===== src/common/cmd_pkg.sv =====
`default_nettype none

package cmd_pkg;

	localparam int CMD_BITS = 5;
	localparam int ARGS_BITS = 3;
	localparam int MAX_ARGS = 8;
	localparam int PARAM_BITS = 3;
	localparam int MAX_PARAMS = 8;

	// Numbering follows the host protocol
	typedef enum logic [CMD_BITS-1:0] {
		op_get_version = 5'd0,
		op_get_time = 5'd2,
		op_set_digital_out = 5'd15,
		op_shutdown = 5'd19
	} opcode_t;

	typedef enum logic [1:0] {
		unit_none,
		unit_system,
		unit_gpio
	} unit_t;

	typedef enum logic [7:0] {
		rsp_get_version = 8'd0,
		rsp_get_time = 8'd1
	} rsp_id_t;

	typedef struct packed {
		unit_t unit;
		logic [ARGS_BITS-1:0] nargs;
		logic has_response;
	} cmd_entry_t;

	function automatic cmd_entry_t cmd_lookup(input opcode_t op);
		cmd_entry_t e;
		e.unit = unit_none;
		e.nargs = '0;
		e.has_response = 1'b0;
		case (op)
			op_get_version, op_get_time: begin
				e.unit = unit_system;
				e.has_response = 1'b1;
			end
			op_shutdown: e.unit = unit_system;
			op_set_digital_out: begin
				e.unit = unit_gpio;
				e.nargs = 3'd2;
			end
			// Unknown opcodes are swallowed without arguments
			default: ;
		endcase
		return e;
	endfunction

endpackage

`default_nettype wire


===== src/verilog/cmd_decoder.sv =====
`timescale 1ns/1ns
`default_nettype none

module cmd_decoder (
	input wire clk,
	input wire rst_n,
	input wire [7:0] msg_data,
	input wire msg_ready,
	output logic msg_rd_en,
	input wire busy,
	output logic arg_wr,
	output logic [cmd_pkg::ARGS_BITS-1:0] arg_idx,
	output logic [31:0] arg_value,
	output logic cmd_valid,
	output cmd_pkg::opcode_t cmd_op,
	output cmd_pkg::cmd_entry_t cmd_entry
);

	typedef enum logic [1:0] {
		st_idle,
		st_arg_start,
		st_arg_cont,
		st_arg_end
	} state_t;

	state_t state;
	cmd_pkg::cmd_entry_t lookup;

	always_comb begin
		lookup = cmd_pkg::cmd_lookup(cmd_pkg::opcode_t'(msg_data[cmd_pkg::CMD_BITS-1:0]));
	end

	// A byte is consumed at the end of the cycle in which msg_rd_en is high
	always_ff @(posedge clk) begin
		if (!rst_n) begin
			state <= st_idle;
			msg_rd_en <= 1'b0;
			arg_wr <= 1'b0;
			arg_idx <= '0;
			cmd_valid <= 1'b0;
			cmd_op <= cmd_pkg::op_get_version;
			cmd_entry <= '0;
		end else begin
			msg_rd_en <= 1'b0;
			arg_wr <= 1'b0;
			cmd_valid <= 1'b0;
			if (msg_rd_en) begin
				case (state)
					st_idle: begin
						cmd_op <= cmd_pkg::opcode_t'(msg_data[cmd_pkg::CMD_BITS-1:0]);
						cmd_entry <= lookup;
						arg_idx <= '0;
						if (lookup.nargs == '0)
							cmd_valid <= 1'b1;
						else
							state <= st_arg_start;
					end
					st_arg_start, st_arg_cont: begin
						if (msg_data[7]) begin
							state <= st_arg_cont;
						end else begin
							arg_wr <= 1'b1;
							state <= st_arg_end;
						end
					end
					default: ;
				endcase
			end else if (state == st_arg_end) begin
				if (arg_idx + 1'b1 == cmd_entry.nargs) begin
					cmd_valid <= 1'b1;
					state <= st_idle;
				end else begin
					arg_idx <= arg_idx + 1'b1;
					state <= st_arg_start;
				end
			end else if (msg_ready && !busy && !cmd_valid) begin
				msg_rd_en <= 1'b1;
			end
		end
	end

	// Bits 6 and 5 of the first byte give the sign of the VLQ argument
	always_ff @(posedge clk) begin
		if (msg_rd_en) begin
			if (state == st_arg_start)
				arg_value <= {{25{msg_data[6] & msg_data[5]}}, msg_data[6:0]};
			else if (state == st_arg_cont)
				arg_value <= {arg_value[24:0], msg_data[6:0]};
		end
	end

endmodule

`default_nettype wire


===== src/verilog/cmd_dispatch.sv =====
`timescale 1ns/1ns
`default_nettype none

module cmd_dispatch (
	input wire clk,
	input wire rst_n,
	input wire arg_wr,
	input wire [cmd_pkg::ARGS_BITS-1:0] arg_idx,
	input wire [31:0] arg_value,
	input wire cmd_valid,
	input wire cmd_pkg::opcode_t cmd_op,
	input wire cmd_pkg::cmd_entry_t cmd_entry,
	output logic busy,
	output cmd_pkg::opcode_t cmd,
	output logic [31:0] arg_data,
	output logic sys_cmd_ready,
	output logic gpio_cmd_ready,
	input wire sys_arg_advance,
	input wire gpio_arg_advance,
	input wire [31:0] sys_param_data,
	input wire [31:0] gpio_param_data,
	input wire sys_param_write,
	input wire gpio_param_write,
	input wire sys_cmd_done,
	input wire gpio_cmd_done,
	output logic prm_wr,
	output logic [31:0] prm_data,
	output logic rsp_start,
	output cmd_pkg::rsp_id_t rsp_id,
	input wire rsp_done
);

	typedef enum logic [1:0] {
		ds_idle,
		ds_start,
		ds_run,
		ds_rsp
	} state_t;

	state_t state;
	cmd_pkg::unit_t unit;
	logic has_response;
	logic [31:0] args [cmd_pkg::MAX_ARGS];
	logic [cmd_pkg::ARGS_BITS-1:0] arg_ptr;
	logic u_advance;
	logic u_param_write;
	logic u_done;
	logic [31:0] u_param_data;

	always_comb begin
		u_advance = 1'b0;
		u_param_write = 1'b0;
		u_done = 1'b0;
		u_param_data = 32'd0;
		case (unit)
			cmd_pkg::unit_system: begin
				u_advance = sys_arg_advance;
				u_param_write = sys_param_write;
				u_done = sys_cmd_done;
				u_param_data = sys_param_data;
			end
			cmd_pkg::unit_gpio: begin
				u_advance = gpio_arg_advance;
				u_param_write = gpio_param_write;
				u_done = gpio_cmd_done;
				u_param_data = gpio_param_data;
			end
			default: ;
		endcase
	end

	always_ff @(posedge clk) begin
		if (!rst_n) begin
			state <= ds_idle;
			busy <= 1'b0;
			cmd <= cmd_pkg::op_get_version;
			unit <= cmd_pkg::unit_none;
			has_response <= 1'b0;
			sys_cmd_ready <= 1'b0;
			gpio_cmd_ready <= 1'b0;
			prm_wr <= 1'b0;
			rsp_start <= 1'b0;
		end else begin
			sys_cmd_ready <= 1'b0;
			gpio_cmd_ready <= 1'b0;
			prm_wr <= 1'b0;
			rsp_start <= 1'b0;
			case (state)
				ds_idle: begin
					if (cmd_valid) begin
						cmd <= cmd_op;
						unit <= cmd_entry.unit;
						has_response <= cmd_entry.has_response;
						busy <= 1'b1;
						state <= ds_start;
					end
				end
				ds_start: begin
					if (unit == cmd_pkg::unit_none) begin
						busy <= 1'b0;
						state <= ds_idle;
					end else begin
						sys_cmd_ready <= (unit == cmd_pkg::unit_system);
						gpio_cmd_ready <= (unit == cmd_pkg::unit_gpio);
						state <= ds_run;
					end
				end
				ds_run: begin
					prm_wr <= u_param_write;
					if (u_done) begin
						if (has_response) begin
							rsp_start <= 1'b1;
							state <= ds_rsp;
						end else begin
							busy <= 1'b0;
							state <= ds_idle;
						end
					end
				end
				ds_rsp: begin
					if (rsp_done) begin
						busy <= 1'b0;
						state <= ds_idle;
					end
				end
			endcase
		end
	end

	// Argument store and the pointer streamed to the unit
	always_ff @(posedge clk) begin
		if (arg_wr)
			args[arg_idx] <= arg_value;
		if (state == ds_start) begin
			arg_data <= args[0];
			arg_ptr <= 1'b1;
		end else if (u_advance) begin
			arg_data <= args[arg_ptr];
			arg_ptr <= arg_ptr + 1'b1;
		end
		prm_data <= u_param_data;
		if (u_done)
			rsp_id <= cmd_pkg::rsp_id_t'(u_param_data[7:0]);
	end

endmodule

`default_nettype wire


===== src/verilog/sys_unit.sv =====
`timescale 1ns/1ns
`default_nettype none

module sys_unit #(
	parameter logic [31:0] VERSION = 32'h0
) (
	input wire clk,
	input wire rst_n,
	input wire cmd_pkg::opcode_t cmd,
	input wire cmd_ready,
	input wire [31:0] arg_data,
	output logic arg_advance,
	output logic [31:0] param_data,
	output logic param_write,
	output logic cmd_done,
	input wire [63:0] systime,
	output logic shutdown
);

	typedef enum logic [1:0] {
		ss_idle,
		ss_time_hi,
		ss_done
	} state_t;

	state_t state;
	logic [31:0] time_hi;

	// No system command takes arguments
	assign arg_advance = 1'b0;

	always_ff @(posedge clk) begin
		if (!rst_n) begin
			state <= ss_idle;
			param_write <= 1'b0;
			cmd_done <= 1'b0;
			shutdown <= 1'b0;
		end else begin
			param_write <= 1'b0;
			cmd_done <= 1'b0;
			case (state)
				ss_idle: begin
					if (cmd_ready) begin
						case (cmd)
							cmd_pkg::op_get_version: begin
								param_write <= 1'b1;
								state <= ss_done;
							end
							cmd_pkg::op_get_time: begin
								param_write <= 1'b1;
								state <= ss_time_hi;
							end
							cmd_pkg::op_shutdown: begin
								shutdown <= 1'b1;
								cmd_done <= 1'b1;
							end
							default: cmd_done <= 1'b1;
						endcase
					end
				end
				ss_time_hi: begin
					param_write <= 1'b1;
					state <= ss_done;
				end
				ss_done: begin
					cmd_done <= 1'b1;
					state <= ss_idle;
				end
				default: state <= ss_idle;
			endcase
		end
	end

	always_ff @(posedge clk) begin
		if (cmd_ready)
			time_hi <= systime[63:32];
		if (state == ss_idle && cmd_ready)
			param_data <= (cmd == cmd_pkg::op_get_time) ? systime[31:0] : VERSION;
		else if (state == ss_time_hi)
			param_data <= time_hi;
		else if (state == ss_done)
			param_data <= {24'd0, (cmd == cmd_pkg::op_get_time) ?
				cmd_pkg::rsp_get_time : cmd_pkg::rsp_get_version};
	end

endmodule

`default_nettype wire


===== src/verilog/gpio_unit.sv =====
`timescale 1ns/1ns
`default_nettype none

module gpio_unit #(
	parameter int NGPIO = 8
) (
	input wire clk,
	input wire rst_n,
	input wire cmd_ready,
	input wire [31:0] arg_data,
	output logic arg_advance,
	output logic cmd_done,
	input wire shutdown,
	output logic [NGPIO-1:0] gpio
);

	typedef enum logic [1:0] {
		gs_idle,
		gs_wait,
		gs_apply
	} state_t;

	state_t state;
	logic [31:0] chan;

	// Channel arrives with cmd_ready, value two cycles later
	always_ff @(posedge clk) begin
		if (!rst_n) begin
			state <= gs_idle;
			arg_advance <= 1'b0;
			cmd_done <= 1'b0;
			gpio <= '0;
		end else begin
			arg_advance <= 1'b0;
			cmd_done <= 1'b0;
			case (state)
				gs_idle: begin
					if (cmd_ready) begin
						arg_advance <= 1'b1;
						state <= gs_wait;
					end
				end
				gs_wait: state <= gs_apply;
				gs_apply: begin
					if (!shutdown && chan < NGPIO)
						gpio[chan] <= arg_data[0];
					cmd_done <= 1'b1;
					state <= gs_idle;
				end
				default: state <= gs_idle;
			endcase
			if (shutdown)
				gpio <= '0;
		end
	end

	always_ff @(posedge clk) begin
		if (state == gs_idle && cmd_ready)
			chan <= arg_data;
	end

endmodule

`default_nettype wire


===== src/verilog/rsp_encoder.sv =====
`timescale 1ns/1ns
`default_nettype none

module rsp_encoder #(
	parameter int LEN_BITS = 8
) (
	input wire clk,
	input wire rst_n,
	input wire prm_wr,
	input wire [31:0] prm_data,
	input wire rsp_start,
	input wire cmd_pkg::rsp_id_t rsp_id,
	output logic rsp_done,
	output logic [7:0] send_ring_data,
	output logic send_ring_wr_en,
	input wire send_ring_full,
	output logic [LEN_BITS-1:0] send_fifo_data,
	output logic send_fifo_wr_en
);

	typedef enum logic [1:0] {
		es_idle,
		es_id,
		es_skip,
		es_send
	} state_t;

	state_t state;
	logic [31:0] params [cmd_pkg::MAX_PARAMS];
	logic [cmd_pkg::PARAM_BITS-1:0] nparams;
	logic [cmd_pkg::PARAM_BITS-1:0] cur;
	logic [31:0] next_param;
	logic [34:0] shift;
	logic [2:0] cnt;
	logic [LEN_BITS-1:0] len;
	logic out_valid;
	logic last;
	logic stall;
	logic can_skip;

	// send_ring_data is a one-byte slot, emptied whenever the ring accepts it
	assign send_ring_wr_en = out_valid && !send_ring_full;
	assign stall = out_valid && send_ring_full;
	assign next_param = params[cur + 1'b1];
	// Leading group is pure sign extension of the group below it
	assign can_skip = cnt != 3'd1 && (shift[34:26] == 9'h1ff || shift[34:26] < 9'd3);

	always_ff @(posedge clk) begin
		if (!rst_n) begin
			state <= es_idle;
			nparams <= '0;
			cur <= '0;
			cnt <= 3'd0;
			len <= '0;
			out_valid <= 1'b0;
			last <= 1'b0;
			rsp_done <= 1'b0;
			send_fifo_wr_en <= 1'b0;
		end else begin
			rsp_done <= 1'b0;
			send_fifo_wr_en <= 1'b0;
			if (send_ring_wr_en) begin
				out_valid <= 1'b0;
				if (last) begin
					last <= 1'b0;
					nparams <= '0;
					send_fifo_wr_en <= 1'b1;
					rsp_done <= 1'b1;
				end
			end
			if (prm_wr)
				nparams <= nparams + 1'b1;
			case (state)
				es_idle: begin
					if (rsp_start)
						state <= es_id;
				end
				es_id: begin
					if (!stall) begin
						out_valid <= 1'b1;
						len <= 1'b1;
						cur <= '0;
						cnt <= 3'd5;
						if (nparams == '0) begin
							last <= 1'b1;
							state <= es_idle;
						end else begin
							state <= es_skip;
						end
					end
				end
				es_skip: begin
					if (can_skip)
						cnt <= cnt - 1'b1;
					else
						state <= es_send;
				end
				es_send: begin
					if (!stall) begin
						out_valid <= 1'b1;
						len <= len + 1'b1;
						cnt <= cnt - 1'b1;
						if (cnt == 3'd1) begin
							if (cur + 1'b1 != nparams) begin
								cur <= cur + 1'b1;
								cnt <= 3'd5;
								state <= es_skip;
							end else begin
								last <= 1'b1;
								state <= es_idle;
							end
						end
					end
				end
			endcase
		end
	end

	always_ff @(posedge clk) begin
		if (prm_wr)
			params[nparams] <= prm_data;
		case (state)
			es_id: begin
				if (!stall) begin
					send_ring_data <= rsp_id;
					shift <= {{3{params[0][31]}}, params[0]};
				end
			end
			es_skip: begin
				if (can_skip)
					shift <= {shift[27:0], 7'd0};
			end
			es_send: begin
				if (!stall) begin
					send_ring_data <= {cnt != 3'd1, shift[34:28]};
					if (cnt == 3'd1)
						shift <= {{3{next_param[31]}}, next_param};
					else
						shift <= {shift[27:0], 7'd0};
				end
			end
			default: ;
		endcase
		if (send_ring_wr_en && last)
			send_fifo_data <= len;
	end

endmodule

`default_nettype wire


===== src/verilog/command.sv =====
`timescale 1ns/1ns
`default_nettype none

module command #(
	parameter logic [31:0] VERSION = 32'h0,
	parameter int NGPIO = 8,
	parameter int LEN_BITS = 8
) (
	input wire clk,
	input wire rst_n,
	input wire [7:0] msg_data,
	input wire msg_ready,
	output wire msg_rd_en,
	output wire [7:0] send_ring_data,
	output wire send_ring_wr_en,
	input wire send_ring_full,
	output wire [LEN_BITS-1:0] send_fifo_data,
	output wire send_fifo_wr_en,
	// Frame lengths are written after the frame, the host sizes this fifo
	input wire send_fifo_full,
	input wire [63:0] systime,
	output wire [NGPIO-1:0] gpio
);

	wire arg_wr;
	wire [cmd_pkg::ARGS_BITS-1:0] arg_idx;
	wire [31:0] arg_value;
	wire cmd_valid;
	cmd_pkg::opcode_t cmd_op;
	cmd_pkg::cmd_entry_t cmd_entry;
	wire busy;
	cmd_pkg::opcode_t cmd;
	wire [31:0] arg_data;
	wire sys_cmd_ready;
	wire gpio_cmd_ready;
	wire sys_arg_advance;
	wire gpio_arg_advance;
	wire [31:0] sys_param_data;
	wire sys_param_write;
	wire sys_cmd_done;
	wire gpio_cmd_done;
	wire shutdown;
	wire prm_wr;
	wire [31:0] prm_data;
	wire rsp_start;
	cmd_pkg::rsp_id_t rsp_id;
	wire rsp_done;

	cmd_decoder u_decoder (
		.clk(clk),
		.rst_n(rst_n),
		.msg_data(msg_data),
		.msg_ready(msg_ready),
		.msg_rd_en(msg_rd_en),
		.busy(busy),
		.arg_wr(arg_wr),
		.arg_idx(arg_idx),
		.arg_value(arg_value),
		.cmd_valid(cmd_valid),
		.cmd_op(cmd_op),
		.cmd_entry(cmd_entry)
	);

	// GPIO writes return no parameters
	cmd_dispatch u_dispatch (
		.clk(clk),
		.rst_n(rst_n),
		.arg_wr(arg_wr),
		.arg_idx(arg_idx),
		.arg_value(arg_value),
		.cmd_valid(cmd_valid),
		.cmd_op(cmd_op),
		.cmd_entry(cmd_entry),
		.busy(busy),
		.cmd(cmd),
		.arg_data(arg_data),
		.sys_cmd_ready(sys_cmd_ready),
		.gpio_cmd_ready(gpio_cmd_ready),
		.sys_arg_advance(sys_arg_advance),
		.gpio_arg_advance(gpio_arg_advance),
		.sys_param_data(sys_param_data),
		.gpio_param_data(32'd0),
		.sys_param_write(sys_param_write),
		.gpio_param_write(1'b0),
		.sys_cmd_done(sys_cmd_done),
		.gpio_cmd_done(gpio_cmd_done),
		.prm_wr(prm_wr),
		.prm_data(prm_data),
		.rsp_start(rsp_start),
		.rsp_id(rsp_id),
		.rsp_done(rsp_done)
	);

	sys_unit #(
		.VERSION(VERSION)
	) u_sys (
		.clk(clk),
		.rst_n(rst_n),
		.cmd(cmd),
		.cmd_ready(sys_cmd_ready),
		.arg_data(arg_data),
		.arg_advance(sys_arg_advance),
		.param_data(sys_param_data),
		.param_write(sys_param_write),
		.cmd_done(sys_cmd_done),
		.systime(systime),
		.shutdown(shutdown)
	);

	gpio_unit #(
		.NGPIO(NGPIO)
	) u_gpio (
		.clk(clk),
		.rst_n(rst_n),
		.cmd_ready(gpio_cmd_ready),
		.arg_data(arg_data),
		.arg_advance(gpio_arg_advance),
		.cmd_done(gpio_cmd_done),
		.shutdown(shutdown),
		.gpio(gpio)
	);

	rsp_encoder #(
		.LEN_BITS(LEN_BITS)
	) u_encoder (
		.clk(clk),
		.rst_n(rst_n),
		.prm_wr(prm_wr),
		.prm_data(prm_data),
		.rsp_start(rsp_start),
		.rsp_id(rsp_id),
		.rsp_done(rsp_done),
		.send_ring_data(send_ring_data),
		.send_ring_wr_en(send_ring_wr_en),
		.send_ring_full(send_ring_full),
		.send_fifo_data(send_fifo_data),
		.send_fifo_wr_en(send_fifo_wr_en)
	);

endmodule

`default_nettype wire


===== config.mk =====
export PLATFORM = sky130hd
export DESIGN_NAME = command
export DESIGN_NICKNAME = d
export VERILOG_FILES = /design/src/common/cmd_pkg.sv /design/src/verilog/cmd_decoder.sv /design/src/verilog/cmd_dispatch.sv /design/src/verilog/sys_unit.sv /design/src/verilog/gpio_unit.sv /design/src/verilog/rsp_encoder.sv /design/src/verilog/command.sv
export SDC_FILE = /design/constraint.sdc
export NUM_CORES = 1
export LEC_CHECK = 0
export BUFFER_PORTS_ARGS = -buffer_cell sky130_fd_sc_hd__buf_4
export CAP_MARGIN = 20
export CORE_MARGIN = 8
export CORE_UTILIZATION = 25
export CTS_BUF_LIST = sky130_fd_sc_hd__clkbuf_4
export DETAILED_ROUTE_END_ITERATION = 6
export PLACE_DENSITY = 0.44
export SYNTH_ARGS = -nofsm -noshare
export SYNTH_HDL_FRONTEND = slang
export SYNTH_HIERARCHICAL = 1
export SYNTH_SLANG_ARGS = --single-unit

===== constraint.sdc =====
create_clock -name clk -period 4.75 [get_ports clk]
set_clock_uncertainty 0.2 [all_clocks]
set_input_delay 0.95 -clock clk [delete_from_list [all_inputs] [get_ports clk]]
set_output_delay 0.95 -clock clk [all_outputs]
set_load 0.01 [all_outputs]

# [Yosys cells after proc, flatten, opt, wreduce, memory -nomap -nowiden]
# Memory sizes are Yosys's and may differ from the RTL's. A register that Yosys moved wholly into a read port is not among the register bits.
# Cells that the tools add are included.
[word_totals] register_bits=327 ram_bits=512 input_bits=77 out_inout_bits=27 n_memories=2
[memory_table] name="u_dispatch.args" words=8 width=32 read_ports=2 rd_ports_with_merged_regs=1 wr=1 line_no="cmd_dispatch.sv:43" source="logic [31:0] args [cmd_pkg::MAX_ARGS];"
[memory_table] name="u_encoder.params" words=8 width=32 read_ports=2 rd_ports_with_merged_regs=0 wr=1 line_no="rsp_encoder.sv:29" source="logic [31:0] params [cmd_pkg::MAX_PARAMS];"
[op_classes] add_sub_neg=6 magnitude_cmp=4 n_eq_ne=44 muxes=111 bitwise=3 reduce_logical=61
[op_table] operator="$mux 32" n=8
[op_table] operator="$mux 35" n=4
[op_table] operator="$pmux 35 s3" n=1
[op_table] operator="$lt 32x4->1 const B" n=2
[op_table] operator="$mux 3" n=18
[op_table] operator="$mux 8" n=5
[op_table] operator="$mux 1" n=39
[op_table] operator="$mux 2" n=18
[op_table] operator="$ge 32x1->1 const B" n=1
[op_table] operator="$pmux 8 s2" n=2
[op_table] operator="$reduce_and 3->1" n=8
[op_table] operator="$pmux 2 s2" n=5
[op_table] operator="$eq 2x2->1 const B" n=9
[op_table] operator="$ne 2x2->1 const B" n=9
[op_table] operator="$pmux 2 s4" n=2
[op_table] operator="$reduce_and 2->1" n=8
[op_table] operator="$reduce_and 5->1" n=3
[op_table] operator="$ne 2x1->1 const B" n=7
[op_table] operator="$add 3x1->3 const B" n=4
[op_table] operator="$eq 2x1->1 const B" n=6
[op_table] operator="$logic_not 2->1" n=6
[op_table] operator="$reduce_bool 2->1" n=6
[op_table] operator="$eq 5x2->1 const B" n=2
[op_table] operator="$eq 5x5->1 const B" n=2
[op_table] operator="other kinds (27)" n=54

# [Longest topological paths before layout]
# Gate-level depths: netlist (run 1).
[logic_depth] depth_word=7 ltp_mapped=8

# [Cells and area by module]
# The synthesis (run 1) kept the hierarchy.
[by_module_without_submodules] module="cmd_dispatch" n_inst=1 cells_per_inst=840 area_each_um2=13307.8 seq_area_each_um2=9949.5
[by_module_without_submodules] module="rsp_encoder" n_inst=1 cells_per_inst=659 area_each_um2=12942.4 seq_area_each_um2=9659.3
[by_module_without_submodules] module="sys_unit" n_inst=1 cells_per_inst=207 area_each_um2=2796.4 seq_area_each_um2=2021.9
[by_module_without_submodules] module="cmd_decoder" n_inst=1 cells_per_inst=182 area_each_um2=2015.7 seq_area_each_um2=1301.2
[by_module_without_submodules] module="gpio_unit" n_inst=1 cells_per_inst=93 area_each_um2=1531.5 seq_area_each_um2=1201.2
[by_module_without_submodules] module="command" n_inst=1 cells_per_inst=1 area_each_um2=3.8 seq_area_each_um2=0.0

# [Least setup slack after synthesis (run 1)]
# OpenSTA, ideal clock, no wires.
[synth_timing] path_kind="flip-flop to flip-flop" start="reg u_dispatch.prm_wr" end="mem u_encoder.params[0][0], enable pin" setup_ns=0.461 t_arrival_ns=2.845 t_required_ns=4.089 setup_slack_ns=1.244 path_stages_with_launch=4 path_buffers=1 path_cell_list="dfxtp_1 -> clkbuf_1 -> nand2_1 -> nor3_1"
[synth_between] elab_chain_len=2
[synth_rtl] element="start: declaration" line_no="cmd_dispatch.sv:26" source="output logic prm_wr,"
[synth_rtl] element="start signal: assignment" line_no="cmd_dispatch.sv:109" source="prm_wr <= u_param_write;"
[synth_rtl] element="$mux 1" line_no="rsp_encoder.sv:120" source="if (prm_wr)"
[synth_rtl] element="$mux 1 (implied by the code)" line_no="rsp_encoder.sv:121" source="params[nparams] <= prm_data;"
[synth_rtl] element="end: declaration" line_no="rsp_encoder.sv:29"
# No other way between the ends.

# [Worst setup path after layout (run 1)]
[layout_timing] start="in send_ring_full" end="out send_ring_wr_en"
[layout_between] elab_chain_len=2
[layout_rtl] element="start: declaration" line_no="command.sv:16" source="input wire send_ring_full,"
[layout_rtl] element="$logic_not 1->1" line_no="rsp_encoder.sv:42" source="assign send_ring_wr_en = out_valid && !send_ring_full;"
[layout_rtl] element="$logic_and 1x1->1" line_no="rsp_encoder.sv:42"
[layout_rtl] element="end: declaration" line_no="command.sv:15" source="output wire send_ring_wr_en,"
# No other way between the ends.

==> results of run 1 <==
[routing by layer]
layer | vias to the layer above | global-route usage [%] | part of all wire, % | wire length (µm)
met4 | 0 | 4.45 | 2.3 | 1870
met3 | 143 | 2.90 | 5.5 | 4530
met2 | 492 | 18.2 | 46 | 38400
met5 | - | 0 | 0 | 0
li1 | 8498 | - | - | -
met1 | 9282 | 15.3 | 46 | 38100
[power groups by stage]
stage	logic, mW	registers [mW]	clock network (mW)
final	0.453	8.07	6.11
after global routing	0.499	8.08	6.75
after CTS	0.457	8.07	6.40
after detailed placement	0.406	8.23	0
after global placement	0.402	8.23	0
after floorplan	0.252	8.20	0
[cell usage in the layout, fill, tap and decap left out, types with 6 or more instances in the layout]
master           n
conb_1          34
xor2_1          10
ha_1            16
mux4_2          63
nor4_1          10
buf_12           7
nand2b_1         6
nor2_1          51
a21oi_1          9
nor2b_1         47
o2bb2ai_1        9
o21ai_0         41
dfxtp_1        106
a22oi_1         99
a221o_1         20
a21boi_1        11
a21boi_0         7
clkinv_2         9
mux2i_1        173
and4_1           6
clkbuf_4       315
edfxtp_1       731
nand2_1        166
buf_4          143
inv_1           47
nand4_1          7
and2_1           7
o21ai_2         13
o21ai_1         19
dlygate4sd3_1   75
clkinv_1        57
nor2_4          12
mux2_2           7
nand3_1         83
[metrics by stage]
step / power [mW] / area (µm²) / instances / setup slack (ps)
after floorplan: 8.45 / 32700 / 2011 / 1240
after global placement: 8.63 / 35500 / 3786 / 1630
after detailed placement: 8.64 / 35600 / 3790 / 1670
after CTS: 14.9 / 39100 / 4259 / 1480
after global routing: 15.3 / 39200 / 4263 / 1450
final: 14.6 / 39200 / 4265 / 1530
[path summary, 6_finish.rpt]
kind	from	endpoint	depth (start not counted)
worst min register to register	u_dispatch/arg_data[29]	u_gpio/chan[29]	0
worst min-delay path	u_dispatch/arg_data[29]	u_gpio/chan[29]	0
worst max-delay path	send_ring_full	send_ring_wr_en	4
worst max register to register	u_encoder/cur[0]	u_encoder/shift[15]	6
[critical path, delay by kind of cell]
kind,cells,cell delay [ps]
buffers and inverters,3,900
AND/OR/NAND/NOR,1,230
[final cells by class]
type | count | area (µm²) | area share (%)
antenna | 5 | 12.5 | 0.0319
clock buffer | 315 | 2360 | 6.04
sequential | 840 | 24100 | 61.6
timing repair buffer | 225 | 1960 | 5.01
inverter | 48 | 180 | 0.460
clock inverter | 79 | 420 | 1.07
multi-input combinational | 1011 | 7910 | 20.2
tap | 1742 | 2180 | 5.56
==> flow_metrics.py, run 1 <==
metrics = {
    "sta": {
        "fmax_ghz": 0.310,
        "min_period_over_period_pct": 67.9,
        "fin_tns_setup_ps": 0,
        "setup_viol": 0,
        "worst_pin_slew_ps": 1050,
        "report.final.hold_viol_count": 0,
        "drv_slew": 0,
        "hold_ws_ps": 191,
        "grt_setup_unrepaired": "no",
        "min_period_ps": 3220,
        "slew_headroom_pct": 29.7,
    },
    "grt": {
        "grt_overflow": 0,
        "gr-usage-all-layers_pct": 11.6,
        "grt_pass1_vias": 19500,
        "grt_pass1_wl_um": 123000,
        "grt_start_max_net_pins": 61,
        "antenna_found_initial": 4,
    },
    "die": {
        "fp.dieH_um": 377,
        "start_util_pct": 25.2,
        "io_pins": 104,
        "rows": 132,
        "die-area_mm2": 0.142,
        "die_x_um": 377,
        "core_mm2": 0.129,
    },
    "power": {
        "p_per_area_mw_per_mm2": 374,
        "p_switching_mw": 3.30,
        "comb_power_share_pct": 3.1,
        "intPower_mw": 11.3,
        "peakVddDrop_uv": 181,
        "p_leak_nw": 13.3,
        "seqPwrFrac_pct": 55.2,
        "swShare_pct": 22.5,
        "clock_power_share_pct": 41.7,
    },
    "placement": {
        "io_buffers": 102,
        "dp_hpwl_um": 47000,
        "place_congestion": 0.709,
    },
    "setup_path": {
        "cp.required_ps": 3600,
        "worstSetupPathType": "primary input to output port",
        "crit_chain": "dlygate4sd3_1 -> buf_4 -> nor2b_1 -> buf_4",
        "cp.arrival_ps": 2070,
        "slowest_delay_ps": 560,
        "start_kind": "primary input",
        "cp_slowest_cell": "dlygate4sd3_1",
        "r2r_slack_ps": 1860,
        "crit_top_cell": "buf_4",
        "crit_fanout": 4,
        "critPathCaptureType": "output port",
    },
    "detailed_routing": {
        "drc": 0,
        "vias": 18400,
        "vias_per_cell": 4.32,
        "post_drt_wl_per_cell_um": 19.5,
        "first_pass_iters": 6,
        "antenna_left": 0,
        "routed_wl_um": 83000,
        "drtIter0Drc": 1145,
    },
    "synthesis": {
        "avgSynthCellArea_um2": 16.5,
        "yosys_warnings": 6,
        "syn_inst": 1979,
        "synthesis.area_mm2": 0.0326,
    },
    "clock_tree": {
        "cts_setup_buffers": 0,
        "cts.clk_slew.worst_paths_ps": 60,
        "cts_resized": 0,
        "cts.sink_count": 840,
        "cts_root_buf": "clkbuf_4",
        "insertion_delay_ps": 1120,
        "cts_buffers": 217,
        "clockBufferDepth": 3,
        "cts_tree": "done",
        "htree_levels": 4,
        "cts_hold_buf": 75,
    },
    "cells_and_area": {
        "fillers": 12900,
        "final_layout_size_suffix_gt1_share_pct": 24.2,
        "final_util_pct": 30.3,
        "largestRegisters": "u_dispatch/args (256), u_encoder/params (256), u_encoder/shift (35)",
        "nNetsFinal": 2437,
        "area_growth_pct": 20.2,
    },
    "job": {
        "drv_cap": 0,
    },
    "worst_hold_path": {
        "hold_path.class": "flop to flop",
    },
    "status": {
        "status": "finished clean",
    },
}
Note: power is estimated with default switching activity, not from simulation.
==> run 2: changes to the inputs <==
Clock period 4.75 ns to 3.2 ns, I/O delays scaled along.
==> run 2 against run 1 <==
Effect of this change: worst hold slack got worse by 16 ps; routed wire length increased by 0.22%; die area did not move; count of clock-buffer cells in the layout up 11; critical path type is now flop to output port.
==> flow_metrics.py, run 2 (synthesis gave the netlist of run 1 again) <==
metrics = {
    "status": {
        "status": "finished clean",
    },
    "setup_path": {
        "reg2reg_from": "u_encoder/cnt[1]",
        "start_kind": "flop",
        "r2r_end": "u_encoder/shift[7]",
        "critPathBufInv": 1,
        "worstSetupPathType": "flop to output port",
        "crit_fanout": 4,
        "reg2regPathDepth": 7,
        "slowest_delay_ps": 340,
        "critical_path.top_delay_family": "flip-flops",
        "cp_slowest_cell": "dfxtp_1",
        "crit_chain": "nor2b_1 -> buf_4",
        "critPathCaptureType": "output port",
        "cp.required_ps": 2360,
        "r2r_slack_ps": 700,
        "cp.arrival_ps": 1900,
    },
    "detailed_routing": {
        "vias": 18800,
        "antenna_left": 0,
        "post_drt_wl_per_cell_um": 19.2,
        "first_pass_iters": 5,
        "routed_wl_um": 83200,
        "drc": 0,
        "drtIter0Drc": 1087,
        "vias_per_cell": 4.33,
    },
    "grt": {
        "grt_overflow": 0,
        "gr-usage-all-layers_pct": 11.6,
        "antenna_found_initial": 9,
        "grt_pass1_vias": 19900,
        "grt_pass1_wl_um": 124000,
        "grt_start_max_net_pins": 51,
    },
    "worst_hold_path": {
        "hold_start": "u_dispatch/arg_data[29]",
        "min_path_cells": 0,
        "hold_path.class": "flop to flop",
        "worstHoldEndpoint": "u_gpio/chan[29]",
    },
    "sta": {
        "grt_setup_unrepaired": "no",
        "setup_viol": 0,
        "min_period_ps": 2740,
        "drv_slew": 0,
        "fin_tns_setup_ps": 0,
        "slew_headroom_pct": 49.9,
        "min_period_over_period_pct": 85.6,
        "fmax_ghz": 0.365,
        "worst_pin_slew_ps": 752,
        "report.final.hold_viol_count": 0,
    },
    "power": {
        "p_per_area_mw_per_mm2": 555,
        "peakVddDrop_uv": 334,
        "p_leak_nw": 13.6,
        "power_mw": 22.1,
    },
    "clock_tree": {
        "cts_resized": 0,
        "htree_levels": 4,
        "clockBufferDepth": 3,
        "cts.sink_count": 840,
        "cts_tree": "done",
        "cts_root_buf": "clkbuf_4",
        "cts_buffers": 221,
        "cts_hold_buf": 118,
        "cts_setup_buffers": 0,
        "insertion_delay_ps": 1160,
        "cts.clk_slew.worst_paths_ps": 80,
    },
    "placement": {
        "io_buffers": 102,
        "dp_hpwl_um": 47100,
        "placed_cells": 3804,
        "place_congestion": 0.711,
    },
    "die": {
        "die-area_mm2": 0.142,
        "io_pins": 104,
        "core_mm2": 0.129,
        "rows": 132,
        "die_x_um": 377,
        "start_util_pct": 25.2,
        "fp.dieH_um": 377,
    },
    "cells_and_area": {
        "final_layout_size_suffix_gt1_share_pct": 24.6,
        "nNetsFinal": 2497,
        "fin_cells": 4336,
        "largestRegisters": "u_dispatch/args (256), u_encoder/params (256), u_encoder/shift (35)",
        "area_growth_pct": 22.4,
        "mostFrequentLayoutCell": "edfxtp_1",
        "final_cell_mix": "731 x edfxtp_1, 326 x clkbuf_4, 173 x mux2i_1",
    },
    "job": {
        "drv_cap": 0,
    },
}
-- run 2: cell count changes in the layout (fill, tap and decap cells not counted), moves of 2 or more --
cell	before	now
buf_4	143	155
nor3_4	0	4
diode_2	5	12
inv_6	5	2
clkinv_1	57	53
dlygate4sd3_1	75	118
inv_8	2	4
clkbuf_4	315	326
inv_12	1	3
nor3_2	4	0
-- run 2: worst max path at each step --
stage                              from             endpoint  slack [ps]  cells past startpoint
2_1_floorplan  u_dispatch/sys_cmd_ready  u_sys/param_data[0]         390                      2
3_3_place_gp             send_ring_full     u_encoder/cur[0]         680                      7
3_5_place_dp             send_ring_full     u_encoder/cur[1]         670                      7
4_1_cts             u_encoder/out_valid      send_ring_wr_en         270                      2
5_1_grt             u_encoder/out_valid      send_ring_wr_en         240                      2
6_report            u_encoder/out_valid      send_ring_wr_en         460                      2
-- run 2: worst register-to-register path, cell delays in order (launching register included) --
cell	delay, ps
dfxtp_1	330
inv_1	60
ha_1	180
nor2b_1	180
nor3_1	140
a21boi_1	350
nand2b_2	420
buf_12	290
-- run 2: area by class of cell --
class                           count  area [µm²]
Fill cell                       12900       89600
Sequential cell                   840       24100
Multi-Input combinational cell   1011        7940
Timing Repair Buffer              281        2500
Clock buffer                      326        2450
Tap cell                         1742        2180
Clock inverter                     76         444
Inverter                           48         180
Antenna cell                       12        30.0
-- run 2: power breakdown --
| part | total, mW | switching, mW | internal [mW] |
|---|---|---|---|
| registers | 12.0 | 0.0742 | 11.9 |
| logic | 0.744 | 0.413 | 0.331 |
| clock network | 9.40 | 4.51 | 4.88 |
| total | 22.1 | 5.00 | 17.1 |
-- run 2: per-layer routing --
metal | vias to the layer above | global-route usage (%) | share of wire (%)
met5 | - | 0 | 0.014
met4 | 2 | 4.00 | 2.0
met3 | 148 | 3.17 | 5.3
met2 | 496 | 18.0 | 46
met1 | 9501 | 15.5 | 46
li1 | 8642 | - | -
-- run 2: through the flow --
| stage | utilization, % | cell area [µm²] | worst slack [ps] | hold WS [ps] |
|---|---|---|---|---|
| floorplan | - | 32700 | 390 | 200 |
| global placement | 27.6 | 35800 | 678 | 205 |
| detailed placement | 27.6 | 35800 | 670 | 205 |
| CTS | 30.8 | 39800 | 270 | 19.3 |
| global route | 30.8 | 39900 | 244 | 71.1 |
| finish | 30.8 | 39900 | 462 | 175 |
==> run 3: changes to the inputs <==
Settings changed: ABC_AREA set to 1.
==> run 3 against run 2 <==
Effect of this change: utilization is 0.17 points lower; combinational power grew to 3.1 times the previous value; count of clock-buffer cells in the layout grew 23; critical endpoint unchanged; largest cell class unchanged.
==> flow_metrics.py, run 3 <==
metrics = {
    "detailed_routing": {
        "drc": 0,
        "drtIter0Drc": 1148,
        "first_pass_iters": 5,
        "vias_per_cell": 4.23,
        "vias": 21900,
        "post_drt_wl_per_cell_um": 17.0,
        "antenna_left": 0,
        "routed_wl_um": 88100,
    },
    "cells_and_area": {
        "mostFrequentLayoutCell": "edfxtp_1",
        "final_cell_mix": "731 x edfxtp_1, 514 x nor2_1, 350 x nand2_1",
        "final_layout_size_suffix_gt1_share_pct": 18.8,
        "nNetsFinal": 3314,
        "largestRegisters": "u_dispatch/args (256), u_encoder/params (256), u_encoder/shift (35)",
        "final_util_pct": 30.6,
        "area_growth_pct": 21.8,
    },
    "placement": {
        "dp_hpwl_um": 49100,
        "place_congestion": 0.735,
        "io_buffers": 102,
    },
    "setup_path": {
        "reg2reg_from": "u_encoder/cur[0]",
        "reg2regPathDepth": 6,
        "r2r_end": "u_encoder/shift[19]",
        "cp.required_ps": 2360,
        "crit_fanout": 2,
        "worstSetupPathType": "flop to output port",
        "cp.arrival_ps": 1800,
        "start_kind": "flop",
        "critPathCaptureType": "output port",
        "r2r_slack_ps": 880,
    },
    "grt": {
        "gr-usage-all-layers_pct": 11.9,
        "grt_pass1_vias": 22200,
        "grt_overflow": 0,
        "grt_start_max_net_pins": 129,
        "grt_pass1_wl_um": 134000,
        "antenna_found_initial": 12,
    },
    "clock_tree": {
        "cts_buffers": 228,
        "cts_tree": "done",
        "htree_levels": 4,
        "cts.sink_count": 840,
        "clockBufferDepth": 3,
        "cts_root_buf": "clkbuf_4",
        "insertion_delay_ps": 1140,
        "cts.clk_slew.worst_paths_ps": 70,
        "cts_resized": 0,
    },
    "sta": {
        "worst_pin_slew_ps": 809,
        "min_period_ps": 2640,
        "drv_slew": 0,
        "report.final.hold_viol_count": 0,
        "grt_setup_unrepaired": "no",
        "fmax_ghz": 0.378,
        "slew_headroom_pct": 46.0,
        "min_period_over_period_pct": 82.7,
        "fin_tns_setup_ps": 0,
        "setup_viol": 0,
    },
    "synthesis": {
        "syn_inst": 2821,
        "avgSynthCellArea_um2": 11.9,
        "yosys_warnings": 6,
        "synthesis.area_mm2": 0.0335,
    },
    "power": {
        "p_leak_nw": 14.7,
        "p_per_area_mw_per_mm2": 601,
        "peakVddDrop_uv": 363,
    },
    "die": {
        "die_x_um": 382,
        "die-area_mm2": 0.146,
        "core_mm2": 0.133,
        "start_util_pct": 25.1,
        "io_pins": 104,
        "rows": 134,
        "fp.dieH_um": 382,
    },
    "job": {
        "drv_cap": 0,
    },
    "worst_hold_path": {
        "worstHoldEndpoint": "u_gpio/chan[27]",
        "hold_path.class": "flop to flop",
        "hold_start": "u_dispatch/arg_data[27]",
        "min_path_cells": 0,
    },
    "status": {
        "status": "finished clean",
    },
}
## run 3: per-stage QoR
stage	setup slack, ps	area [µm²]	std cells	hold WS (ps)	power, mW
3_5_place_dp	888	36500	4633	205	14.9
6_report	555	40800	5187	182	24.5
3_3_place_gp	876	36500	4633	202	14.9
2_1_floorplan	595	33600	2853	197	14.1
4_1_cts	311	40800	5174	0.756	25.0
5_1_grt	277	40800	5183	40.1	25.9
## run 3: cell type report
type | count | area [µm²]
diodes | 13 | 32.5
clock buffers | 349 | 2620
clock inverters | 67 | 422
fillers | 13700 | 92500
inverters | 138 | 527
multi-input cells | 1725 | 8230
flip-flops and latches | 840 | 24100
well taps | 1768 | 2210
repair buffers | 287 | 2630
## run 3: worst max path at each step
stage / start / to / slack (ps) / cells after the start
after global routing: u_encoder/out_valid / send_ring_wr_en / 280 / 3
final: u_encoder/out_valid / send_ring_wr_en / 560 / 3
after detailed placement: u_encoder/cur[0] / u_encoder/shift[22] / 890 / 7
after CTS: u_encoder/out_valid / send_ring_wr_en / 310 / 3
after floorplan: u_gpio/state[1] / u_gpio/chan[0] / 600 / 2
after global placement: u_encoder/cur[0] / u_encoder/shift[11] / 880 / 7
## run 3: routing by layer
metal / global-route usage, % / part of all wire, % / vias up
met5: 0 / 0 / -
met4: 4.32 / 2.4 / 0
met3: 2.93 / 4.7 / 175
met2: 18.2 / 45 / 452
met1: 16.4 / 48 / 10400
li1: - / - / 10800
## run 3: critical path, cell delays in order, from the launching register on
cell	delay (ps)
dfxtp_1	330
inv_1	50
nor2_1	160
buf_4	160
## run 3: what timing repair did
item / in CTS / in global routing
setup buffers: 0 / 0
hold endpoints to repair: 175 / 0
hold buffers: 125 / 0
## run 3: power by group
part / internal [mW] / leakage [nW] / switching, mW
Clock: 5.23 / 1.80 / 4.56
Sequential: 12.3 / 7.86 / 0.185
Combinational: 0.759 / 5.08 / 1.52
Total: 18.3 / 14.7 / 6.26
